### src/rv_isa_pkg.sv
// RV32 encodings for the I, M and Zicsr subset only; no float, atomic, RV64 or S-mode codes.
package rv_isa_pkg;

    parameter int XLEN      = 32;
    parameter int REG_IDX_W = 5;

    // Bit positions of the fixed instruction fields.
    parameter int RD_LSB     = 7;
    parameter int FUNCT3_LSB = 12;
    parameter int RS1_LSB    = 15;
    parameter int RS2_LSB    = 20;
    parameter int FUNCT7_LSB = 25;

    parameter logic [31:0] MRET_WORD = 32'h3020_0073;

    // Major opcodes, instruction bits 6 to 2.
    typedef enum logic [4:0] {
        LOAD     = 5'b00000,
        MISC_MEM = 5'b00011,
        OP_IMM   = 5'b00100,
        AUIPC    = 5'b00101,
        STORE    = 5'b01000,
        OP       = 5'b01100,
        LUI      = 5'b01101,
        BRANCH   = 5'b11000,
        JALR     = 5'b11001,
        JAL      = 5'b11011,
        SYSTEM   = 5'b11100
    } opcode_e;

    typedef enum logic [2:0] {
        ADD  = 3'b000,
        SLL  = 3'b001,
        SLT  = 3'b010,
        SLTU = 3'b011,
        XOR  = 3'b100,
        SRL  = 3'b101,
        OR   = 3'b110,
        AND  = 3'b111
    } funct3_alu_e;

    typedef enum logic [1:0] {
        PRIV_U = 2'd0,
        PRIV_M = 2'd3
    } priv_e;

    // Exception causes as in mcause.
    typedef enum logic [3:0] {
        INSN_MISALIGNED   = 4'd0,
        INSN_ACCESS_FAULT = 4'd1,
        ILLEGAL_INSN      = 4'd2,
        BREAKPOINT        = 4'd3,
        ECALL_U           = 4'd8,
        ECALL_M           = 4'd11,
        INSN_PAGE_FAULT   = 4'd12
    } cause_e;

endpackage

### src/boa_pipe_pkg.sv
// Inter-stage buses of the pipeline; the PC is halfword aligned, so bit 0 is not carried.
package boa_pipe_pkg;

    // Fetch to decode.
    typedef struct packed {
        logic                          valid;
        logic [rv_isa_pkg::XLEN-1:1]   pc;
        logic [31:0]                   insn;
        logic                          trap;
        rv_isa_pkg::cause_e            cause;
    } if_id_t;

    // Register write-back.
    typedef struct packed {
        logic                              we;
        logic [rv_isa_pkg::REG_IDX_W-1:0]  rd;
        logic [rv_isa_pkg::XLEN-1:0]       wdata;
    } wb_t;

    // Decode to execute.
    typedef struct packed {
        logic                          valid;
        logic [rv_isa_pkg::XLEN-1:1]   pc;
        logic [31:0]                   insn;
        logic                          use_rd;
        logic [rv_isa_pkg::XLEN-1:0]   rs1_val;
        logic [rv_isa_pkg::XLEN-1:0]   rs2_val;
        logic                          branch;
        logic                          branch_predict;
        logic                          trap;
        rv_isa_pkg::cause_e            cause;
    } id_ex_t;

    // Control flow information back to fetch.
    typedef struct packed {
        logic                          is_xret;
        logic                          is_jump;
        logic                          is_branch;
        logic                          branch_predict;
        logic [rv_isa_pkg::XLEN-1:1]   branch_target;
    } flow_t;

endpackage

### src/boa_regfile.sv
// Read-first register file: a write-back shows up on the read ports one cycle after its edge.
`timescale 1ns/1ps

module boa_regfile (
    input  logic                              clk,
    input  logic                              rst,
    input  boa_pipe_pkg::wb_t                 wb,
    input  logic [rv_isa_pkg::REG_IDX_W-1:0]  rs1,
    input  logic [rv_isa_pkg::REG_IDX_W-1:0]  rs2,
    output logic [rv_isa_pkg::XLEN-1:0]       rs1_val,
    output logic [rv_isa_pkg::XLEN-1:0]       rs2_val
);

    // x0 has no storage.
    logic [rv_isa_pkg::XLEN-1:0] regs [1:31];

    // Combinational reads return the value stored before this edge.
    assign rs1_val = (rs1 == '0) ? '0 : regs[rs1];
    assign rs2_val = (rs2 == '0) ? '0 : regs[rs2];

    always_ff @(posedge clk) begin
        if (rst) begin
            for (int i = 1; i < 32; i++) begin
                regs[i] <= '0;
            end
        end else if (wb.we && (wb.rd != '0)) begin
            regs[wb.rd] <= wb.wdata;
        end
    end

endmodule

### src/boa_insn_validator.sv
// Checks RV32I plus optional M and Zicsr encodings; privilege only restricts MRET to M mode.
`timescale 1ns/1ps

module boa_insn_validator #(
    parameter bit have_m     = 1'b1,
    parameter bit have_zicsr = 1'b1
) (
    input  logic [31:0]        insn,
    input  rv_isa_pkg::priv_e  privilege,
    output logic               valid,
    output logic               legal
);

    rv_isa_pkg::funct3_alu_e funct3;
    logic [6:0]              funct7;
    logic                    valid_op_imm;
    logic                    valid_op;
    logic                    valid_system;
    logic                    legal_system;

    assign funct3 = rv_isa_pkg::funct3_alu_e'(insn[rv_isa_pkg::FUNCT3_LSB +: 3]);
    assign funct7 = insn[rv_isa_pkg::FUNCT7_LSB +: 7];

    // Shift immediates only allow the SRAI bit above the shift amount.
    always_comb begin
        case (funct3)
            rv_isa_pkg::SLL: valid_op_imm = (funct7 == 7'b0000000);
            rv_isa_pkg::SRL: valid_op_imm = (funct7 == 7'b0000000) || (funct7 == 7'b0100000);
            default:         valid_op_imm = 1'b1;
        endcase
    end

    // Register-register ALU and multiply/divide.
    always_comb begin
        case (funct7)
            7'b0000000: valid_op = 1'b1;
            7'b0100000: valid_op = (funct3 == rv_isa_pkg::ADD) || (funct3 == rv_isa_pkg::SRL);
            7'b0000001: valid_op = have_m;
            default:    valid_op = 1'b0;
        endcase
    end

    always_comb begin
        valid_system = 1'b0;
        legal_system = 1'b1;
        if (insn[14:12] == 3'b000) begin
            // ECALL, EBREAK and WFI have all register fields zero.
            if (insn == rv_isa_pkg::MRET_WORD) begin
                valid_system = 1'b1;
                legal_system = (privilege == rv_isa_pkg::PRIV_M);
            end else if (insn[19:7] == '0) begin
                valid_system = (insn[31:21] == '0) || (insn[31:20] == 12'h105);
            end
        end else begin
            // CSR access; funct3 100 is unused.
            valid_system = have_zicsr && (insn[14:12] != 3'b100);
        end
    end

    always_comb begin
        legal = 1'b1;
        valid = 1'b0;
        if (insn[1:0] == 2'b11) begin
            case (rv_isa_pkg::opcode_e'(insn[6:2]))
                rv_isa_pkg::LOAD:     valid = insn[14] ? (insn[13:12] < 2'd2)
                                                       : (insn[13:12] < 2'd3);
                rv_isa_pkg::STORE:    valid = !insn[14] && (insn[13:12] != 2'd3);
                rv_isa_pkg::MISC_MEM: valid = (insn[14:12] == 3'b000);
                rv_isa_pkg::OP_IMM:   valid = valid_op_imm;
                rv_isa_pkg::OP:       valid = valid_op;
                rv_isa_pkg::BRANCH:   valid = insn[14] || !insn[13];
                rv_isa_pkg::JALR:     valid = (insn[14:12] == 3'b000);
                rv_isa_pkg::LUI,
                rv_isa_pkg::AUIPC,
                rv_isa_pkg::JAL:      valid = 1'b1;
                rv_isa_pkg::SYSTEM: begin
                    valid = valid_system;
                    legal = legal_system;
                end
                default:              valid = 1'b0;
            endcase
        end
    end

endmodule

### src/boa_reg_decoder.sv
// Reports destination register use only; source register use is left to the hazard logic.
`timescale 1ns/1ps

module boa_reg_decoder (
    input  logic [31:0] insn,
    output logic        use_rd
);

    logic [2:0] funct3;

    assign funct3 = insn[rv_isa_pkg::FUNCT3_LSB +: 3];

    always_comb begin
        case (rv_isa_pkg::opcode_e'(insn[6:2]))
            rv_isa_pkg::LOAD,
            rv_isa_pkg::OP_IMM,
            rv_isa_pkg::JALR,
            rv_isa_pkg::OP,
            rv_isa_pkg::LUI,
            rv_isa_pkg::AUIPC,
            rv_isa_pkg::JAL:    use_rd = 1'b1;
            // CSR forms write rd, privileged forms do not.
            rv_isa_pkg::SYSTEM: use_rd = (funct3 != 3'b000);
            // Stores, branches and fences.
            default:            use_rd = 1'b0;
        endcase
    end

endmodule

### src/boa_branch_decoder.sv
// Static prediction on the sign bit; a JALR target uses rs1 straight from the register file.
`timescale 1ns/1ps

module boa_branch_decoder (
    input  logic [31:0]                   insn,
    input  logic [rv_isa_pkg::XLEN-1:1]   pc,
    input  logic [rv_isa_pkg::XLEN-1:0]   rs1_val,
    output boa_pipe_pkg::flow_t           flow
);

    logic [rv_isa_pkg::XLEN-1:0] add_lhs;
    logic [rv_isa_pkg::XLEN-1:0] add_rhs;
    logic [rv_isa_pkg::XLEN-1:0] add_res;

    assign add_res = add_lhs + add_rhs;

    always_comb begin
        add_lhs = {pc, 1'b0};
        add_rhs = '0;
        flow.is_xret   = 1'b0;
        flow.is_jump   = 1'b0;
        flow.is_branch = 1'b0;
        case (rv_isa_pkg::opcode_e'(insn[6:2]))
            rv_isa_pkg::JAL: begin
                flow.is_jump = 1'b1;
                add_rhs = {{12{insn[31]}}, insn[19:12], insn[20], insn[30:21], 1'b0};
            end
            rv_isa_pkg::JALR: begin
                flow.is_jump = 1'b1;
                add_lhs = rs1_val;
                add_rhs = {{20{insn[31]}}, insn[31:20]};
            end
            rv_isa_pkg::BRANCH: begin
                flow.is_branch = 1'b1;
                add_rhs = {{20{insn[31]}}, insn[7], insn[30:25], insn[11:8], 1'b0};
            end
            // MRET is the only xRET once S-mode is gone.
            rv_isa_pkg::SYSTEM: flow.is_xret = insn[21] && insn[28];
            default: ;
        endcase
    end

    assign flow.branch_predict = insn[31];
    // Bit 0 of the sum is dropped, which also clears it for JALR.
    assign flow.branch_target  = add_res[rv_isa_pkg::XLEN-1:1];

endmodule

### src/boa_stage_id.sv
// Decode stage with one barrier entry held on stall; clear only masks valid and trap.
`timescale 1ns/1ps

module boa_stage_id #(
    parameter bit have_m     = 1'b1,
    parameter bit have_zicsr = 1'b1
) (
    input  logic                   clk,
    input  logic                   rst,
    input  logic                   clear,
    input  logic                   stall,
    input  rv_isa_pkg::priv_e      privilege,
    input  boa_pipe_pkg::if_id_t   d,
    input  boa_pipe_pkg::wb_t      wb,
    output boa_pipe_pkg::id_ex_t   q,
    output boa_pipe_pkg::flow_t    flow
);

    boa_pipe_pkg::if_id_t          r;
    logic [rv_isa_pkg::XLEN-1:0]   rs1_val;
    logic [rv_isa_pkg::XLEN-1:0]   rs2_val;
    logic                          insn_valid;
    logic                          insn_legal;
    logic                          use_rd;

    // Pipeline barrier.
    always_ff @(posedge clk) begin
        if (rst) begin
            r <= '0;
        end else if (!stall) begin
            r <= d;
        end
    end

    boa_regfile u_regfile (
        .clk     (clk),
        .rst     (rst),
        .wb      (wb),
        .rs1     (r.insn[rv_isa_pkg::RS1_LSB +: rv_isa_pkg::REG_IDX_W]),
        .rs2     (r.insn[rv_isa_pkg::RS2_LSB +: rv_isa_pkg::REG_IDX_W]),
        .rs1_val (rs1_val),
        .rs2_val (rs2_val)
    );

    boa_insn_validator #(
        .have_m     (have_m),
        .have_zicsr (have_zicsr)
    ) u_validator (
        .insn      (r.insn),
        .privilege (privilege),
        .valid     (insn_valid),
        .legal     (insn_legal)
    );

    boa_reg_decoder u_reg_decoder (
        .insn   (r.insn),
        .use_rd (use_rd)
    );

    boa_branch_decoder u_branch_decoder (
        .insn    (r.insn),
        .pc      (r.pc),
        .rs1_val (rs1_val),
        .flow    (flow)
    );

    // Output assembly.
    assign q.valid          = r.valid && !clear && insn_valid && insn_legal;
    assign q.pc             = r.pc;
    assign q.insn           = r.insn;
    assign q.use_rd         = use_rd;
    assign q.rs1_val        = rs1_val;
    assign q.rs2_val        = rs2_val;
    assign q.branch         = flow.is_branch;
    assign q.branch_predict = flow.branch_predict;
    // Fetch traps take priority over decode traps.
    assign q.trap  = !clear && (r.trap || (r.valid && (!insn_valid || !insn_legal)));
    assign q.cause = r.trap ? r.cause : rv_isa_pkg::ILLEGAL_INSN;

endmodule

### config.mk
export PLATFORM = sky130hd
export DESIGN_NAME = boa_stage_id
export DESIGN_NICKNAME = d
export VERILOG_FILES = /design/src/rv_isa_pkg.sv /design/src/boa_pipe_pkg.sv /design/src/boa_regfile.sv /design/src/boa_insn_validator.sv /design/src/boa_reg_decoder.sv /design/src/boa_branch_decoder.sv /design/src/boa_stage_id.sv
export SDC_FILE = /design/constraint.sdc
export NUM_CORES = 2
export LEC_CHECK = 0
export BUFFER_PORTS_ARGS = -buffer_cell sky130_fd_sc_hd__buf_2
export CAP_MARGIN = 0
export CORE_MARGIN = 1.5
export CORE_UTILIZATION = 57
export DETAILED_ROUTE_END_ITERATION = 10
export PLACE_DENSITY = 0.76
export SYNTH_ARGS = -nofsm -noshare
export SYNTH_HDL_FRONTEND = slang
export SYNTH_SLANG_ARGS = --single-unit
### constraint.sdc
create_clock -name clk -period 12.15 [get_ports clk]
set_input_delay 0 -clock clk [delete_from_list [all_inputs] [get_ports clk]]
set_output_delay 0 -clock clk [all_outputs]
set_load 0.005 [all_outputs]
# Word-level counts from Yosys, hierarchy flattened
# Memory sizes are Yosys's and may differ from the RTL's. A register that Yosys moved wholly into a read port is not among the register bits.
# Index checks and enable logic that the tools add are counted.
[totals]
register_bits = 69
latch_bits = 0
mem_bits_rw = 992
rom_bits = 0
inputBits = 113
out_inout_bits = 171
wordCells = 96
mem_count = 1
[mem_list]
columns = ["name", "depth", "word_bits", "rd", "rd_ports_with_merged_regs", "wr", "line", "text"]
rows = [
  ["u_regfile.regs", 31, 32, 2, 2, 31, "boa_regfile.sv:15", "logic [rv_isa_pkg::XLEN-1:0] regs [1:31];"],
]
[op_classes]
addsub = 1
mul = 0
div_mod_pow = 0
n_lt_le_gt_ge = 2
n_eq_ne = 20
shifts = 0
muxes = 33
bitwise_logic = 0
n_reduce_logical = 34
[ops]
columns = ["operator", "count"]
rows = [
  ["32-bit two-way mux", 4],
  ["32-bit case mux with 3 select lines", 1],
  ["32-bit adder", 1],
  ["32-bit by 30-bit == test with 1-bit output (second input constant)", 1],
  ["32-bit OR reduction", 1],
  ["5-bit two-way mux", 5],
  ["5-bit == test (second input constant)", 4],
  ["1-bit two-way mux", 18],
  ["5-bit by 4-bit == test with 1-bit output (second input constant)", 3],
  ["5-bit zero test", 3],
  ["13-bit zero test", 1],
  ["12-bit by 9-bit == test with 1-bit output (second input constant)", 1],
  ["11-bit zero test", 1],
  ["5-bit by 3-bit == test with 1-bit output (second input constant)", 2],
  ["1-bit logical AND", 8],
  ["1-bit case mux with 8 select lines", 1],
  ["7-bit by 1-bit == test with 1-bit output (second input constant)", 1],
  ["7-bit by 6-bit == test with 1-bit output (second input constant)", 1],
  ["7-bit zero test", 1],
  ["7-bit OR reduction", 1],
  ["1-bit logical OR", 6],
  ["1-bit case mux with 2 select lines", 3],
  ["2-bit OR reduction", 3],
  ["5-bit by 2-bit == test with 1-bit output (second input constant)", 1],
  ["other kinds (12)", 18],
]

# Longest topological paths before layout
[depth]
word_depth = 12
mapped_depth = 19
ltp_nobuf = 15

# Cells and area by module
# A second synthesis with hierarchy kept.
[unflattened]
hier_cells = 4437
area_unflattened_um2 = 60394.2
[by_module_without_submodules]
columns = ["module", "n_inst", "cells_per_inst", "area_per_inst_um2", "seq_area_each_um2"]
rows = [
  ["boa_regfile", 1, 3765, 54631.1, 30749.5],
  ["boa_stage_id", 1, 296, 2989.1, 1381.3],
  ["boa_branch_decoder", 1, 316, 2338.5, 0.0],
  ["boa_insn_validator", 1, 52, 387.9, 0.0],
  ["boa_reg_decoder", 1, 8, 47.5, 0.0],
]

# Worst setup path after synthesis
# No wires, ideal clock.
[synth_path]
path_type = "register -> output"
from = "register (tool-made name)"
to = "output flow[29] (netlist name)"
arrival_time_ps = 4600
required_ps = 12150
path_slack_ps = 7550
stages_incl_launch_ff = 17
n_path_buf = 3
path_cell_list = "dfxtp_1 > buf_6 > clkbuf_1 > buf_2 > mux4_2 > mux4_2 > nand2_1 > a21oi_1 > mux2_2 > ha_1 > and2_1 > a221o_1 > a221o_1 > o2111ai_1 > a31oi_1 > a31o_2 > a211o_1"
[synth_rtl]
columns = ["element", "line", "text"]
rows = [
  ["end: declaration", "boa_stage_id.sv:16", "output boa_pipe_pkg::flow_t flow"],
]

==> results.yml <==
global_routing:
  antenna_found_initial: 25
  grt_use_total_pct: 36.9
  grt_overflow: 0
  grt_pass1_vias: 39039
  grt_start_max_net_pins: 119
  grt_pass1_wl_mm: 278
timing:
  fin_crit_ns: 7.16
  setup_viol: 0
  fin_skew_ns: 0.00603
  rsz0062_at_grt: "no"
  timing.fmax_mhz: 140
  drv_slew: 0
  setup_tns_ns: 0
  worstMarginPinSlew_ns: 1.23
  period_share_pct: 58.9
  relSlewSlack_pct: 17.3
  final_hold_viol_count: 0
synthesis:
  async_flop_share_pct: 0
  ys_seq_area_share_pct: 53.9
  synthFlopType: "edfxtp_1"
  yosys.area.top_type: "edfxtp_1"
  syn_area_per_cell_um2: 15.2
  ys_seq_elements: 1103
  syn_inst: 3948
  yosys.cell_types.count: 72
  synth_top_area_share_pct: 51.3
  yosys_warnings: 0
  netlist_area_um2: 60000
  synth_area_leaders: "edfxtp_1 (51%), mux4_2 (24%), and2_1 (11%), dfxtp_1 (2.6%), mux2i_1 (1.9%)"
  synth-edff-count: 1024
setup_path:
  r2r-end: "q[133]"
  reg2regPathDepth: 4
  reg2reg_from: "q[133]"
  reg2reg_slack_ns: 10.27
  required_ns: 12.15
  endpoint: "flow[18]"
  critPathLaunchType: "flip-flop"
  worstPathArrival_ns: 7.16
  critPathCaptureType: "output port"
  critPathKind: "reg -> out"
  cp_max_fo: 34
power_and_ir_drop:
  p_switching_mw: 2.35
  seqPwrFrac_pct: 48.8
  p_per_area_nw_per_um2: 137
  combPwrFrac_pct: 13.6
  internal_power_mw: 6.87
  p_sw_share_pct: 25.5
  leakage_nw: 23.4
  clkPwrFrac_pct: 37.5
  ir_worst_vdd_mv: 0.149
min_path:
  hold_path_class: "in -> reg"
place:
  dp_hpwl_mm: 111
  place.gp.congestion: 0.947
  portBuffers: 283
  placed_area_um2: 62200
detailed_routing:
  avgRoutedWirePerCell_um: 34.8
  vias: 39389
  drc: 0
  drtIter0Drc: 6894
  drt-total-wl_mm: 197
  postRouteAntennaNets: 0
  avgViaCountPerCell: 6.96
  first_pass_iters: 6
clock_network:
  path_clk_slew_ns: 0.07
  cts_sinks: 1103
  cts-buffers-inserted: 116
  h-tree-depth: 3
  clock_path_buffers: 3
  clkLatencyLatePin_ns: 0.70
  cts_tree: "built"
  cts_root_buffer: "clkbuf_16"
layout:
  fill_cells: 7140
  fin_area_um2: 67300
  final_layout_size_suffix_gt1_share_pct: 30.1
  nets: 4315
  area_delta_synth_final_pct: 12.3
die:
  die_h_um: 327
  fp.dieW_um: 327
  io_pins: 284
  dieArea_um2: 107000
  coreArea_um2: 104000
  rows: 118
  start_util_pct: 57.7
run:
  cap_violations: 0
status:
  outcome: "finished clean"
[layout make-up]
type	count	area, um^2	share of cell area, %
sequential	1103	32400	48.1
multi-input combinational	2407	25900	38.5
timing repair buffer	526	3670	5.44
clock buffer	154	3090	4.59
tap	1380	1730	2.56
clock inverter	64	518	0.769
inverter	17	63.8	0.0948
antenna	6	15.0	0.0223
[power by group through the flow]
stage	Sequential (mW)	Combinational (mW)	Clock, mW
2_1_floorplan	4.50	0.778	0
3_3_place_gp	4.55	1.17	0
5_1_grt	4.52	1.30	3.60
4_1_cts	4.50	1.23	3.45
6_report	4.50	1.26	3.46
3_5_place_dp	4.57	1.18	0
[through the flow]
| step | worst slack [ns] | utilization, % | total power [mW] | cells | hold WS [ns] |
|---|---|---|---|---|---|
| after floorplan | 7.55 | - | 5.27 | 3979 | 0.0311 |
| after global placement | 5.90 | 59.9 | 5.73 | 5285 | 0.232 |
| after detailed placement | 5.84 | 59.9 | 5.76 | 5285 | 0.239 |
| after CTS | 5.02 | 64.8 | 9.18 | 5651 | 0.0415 |
| after global routing | 4.68 | 64.8 | 9.42 | 5653 | 0.0779 |
| final | 4.99 | 64.8 | 9.22 | 5657 | 0.0698 |
[logic make-up after synthesis]
logic type | count (synthesis) | synth area share, %
compound gates | 167 | 1.88
flops | 1103 | 53.9
xor+xnor | 23 | 0.336
fa+ha+maj | 31 | 0.659
mux | 779 | 26.3
simple gates | 1375 | 13.4
other cells | 1 | 0.00625
buf+inv | 469 | 3.55
[worst min path at each step]
| stage | cells after the start | startpoint | end |
|---|---|---|---|
| 2_1_floorplan | 1 | clear | q[4] |
| 3_3_place_gp | 3 | d[51] | q[118] |
| 3_5_place_dp | 3 | d[49] | q[116] |
| 4_1_cts | 4 | d[14] | q[81] |
| 5_1_grt | 4 | d[40] | q[107] |
| 6_report | 4 | d[31] | q[98] |
[synthesized netlist by cell type, types with 4 or more instances]
| library cell | instances |
|---|---|
| nor3_1 | 12 |
| buf_4 | 68 |
| nand3b_1 | 9 |
| nand4_1 | 5 |
| xor2_1 | 7 |
| or3_1 | 5 |
| ha_1 | 30 |
| o21a_1 | 5 |
| nand2_1 | 76 |
| o21ai_0 | 11 |
| mux2i_1 | 112 |
| a21oi_1 | 69 |
| nor3b_1 | 4 |
| clkbuf_1 | 281 |
| nand3_1 | 16 |
| o21bai_1 | 6 |
| nand2b_1 | 7 |
| a31o_2 | 4 |
| buf_2 | 80 |
| dfxtp_1 | 79 |
| and3_1 | 7 |
| a22o_1 | 4 |
| buf_1 | 21 |
| or4_1 | 4 |
| o22ai_1 | 4 |
| inv_1 | 16 |
| nor2_1 | 167 |
| mux2_2 | 33 |
| nor2b_1 | 8 |
| xnor2_1 | 16 |
| and2_1 | 1008 |
| edfxtp_1 | 1024 |
| or2_2 | 32 |
| a21o_1 | 23 |
| nand4b_1 | 4 |
| mux4_2 | 634 |
[repair_timing]
action,in CTS,in global routing
hold buffers,148,0
gates resized for setup,0,0
hold endpoints to repair,1103,0
setup buffers,0,0
[routing by layer]
metal  share of wire (%)  vias to the layer above  wire, um  GRT usage (%)
li1                    -                    15446         -              -
met1                  33                    19779     64700           47.5
met2                  46                     3546     89900           56.5
met3                  16                      610     31000           12.1
met4                 5.7                        8     11300           18.4
met5               0.027                        -        54              0
[worst max-delay path, cell delays in order, from the launching register on]
cell and delay (ns):
dfxtp_4 0.49, buf_4 0.75, buf_4 0.86, mux4_2 0.36
nand2_1 0.09, a21oi_1 0.82, mux2_2 0.31, ha_1 0.24
a21o_1 0.14, a21oi_1 0.12, o211a_1 0.28, o31ai_1 1.02
o21ai_0 0.28, o311ai_0 0.45, buf_2 0.20
[state kept, by name (all words and copies together) (netlist names), named ones only]
name and flops:
u_regfile.regs 1024, q 63, r 6
[cells in the final DEF, fill, tap and decap left out, types with 6 or more instances in the layout]
cell type and n:
mux2_2 33, nor2_4 32, nand2b_1 7, buf_2 281
nand3_1 16, or2_4 6, o21bai_1 6, and2_1 1008
mux4_2 634, nor2_1 135, clkinv_2 18, o21ai_0 11
or2_2 26, inv_1 16, edfxtp_1 1024, nor2b_1 8
dfxtp_1 69, buf_4 93, clkinv_1 31, ha_1 30
mux2i_1 112, nand2_1 76, clkbuf_16 118, bufinv_16 8
xor2_1 7, diode_2 6, dfxtp_4 8, clkbuf_1 36
xnor2_1 16, and3_1 7, nand3b_1 9, dlygate4sd3_1 148
conb_1 32, a21oi_1 69, nor3_1 11, a21o_1 23
(Power assumes the default switching activity.)
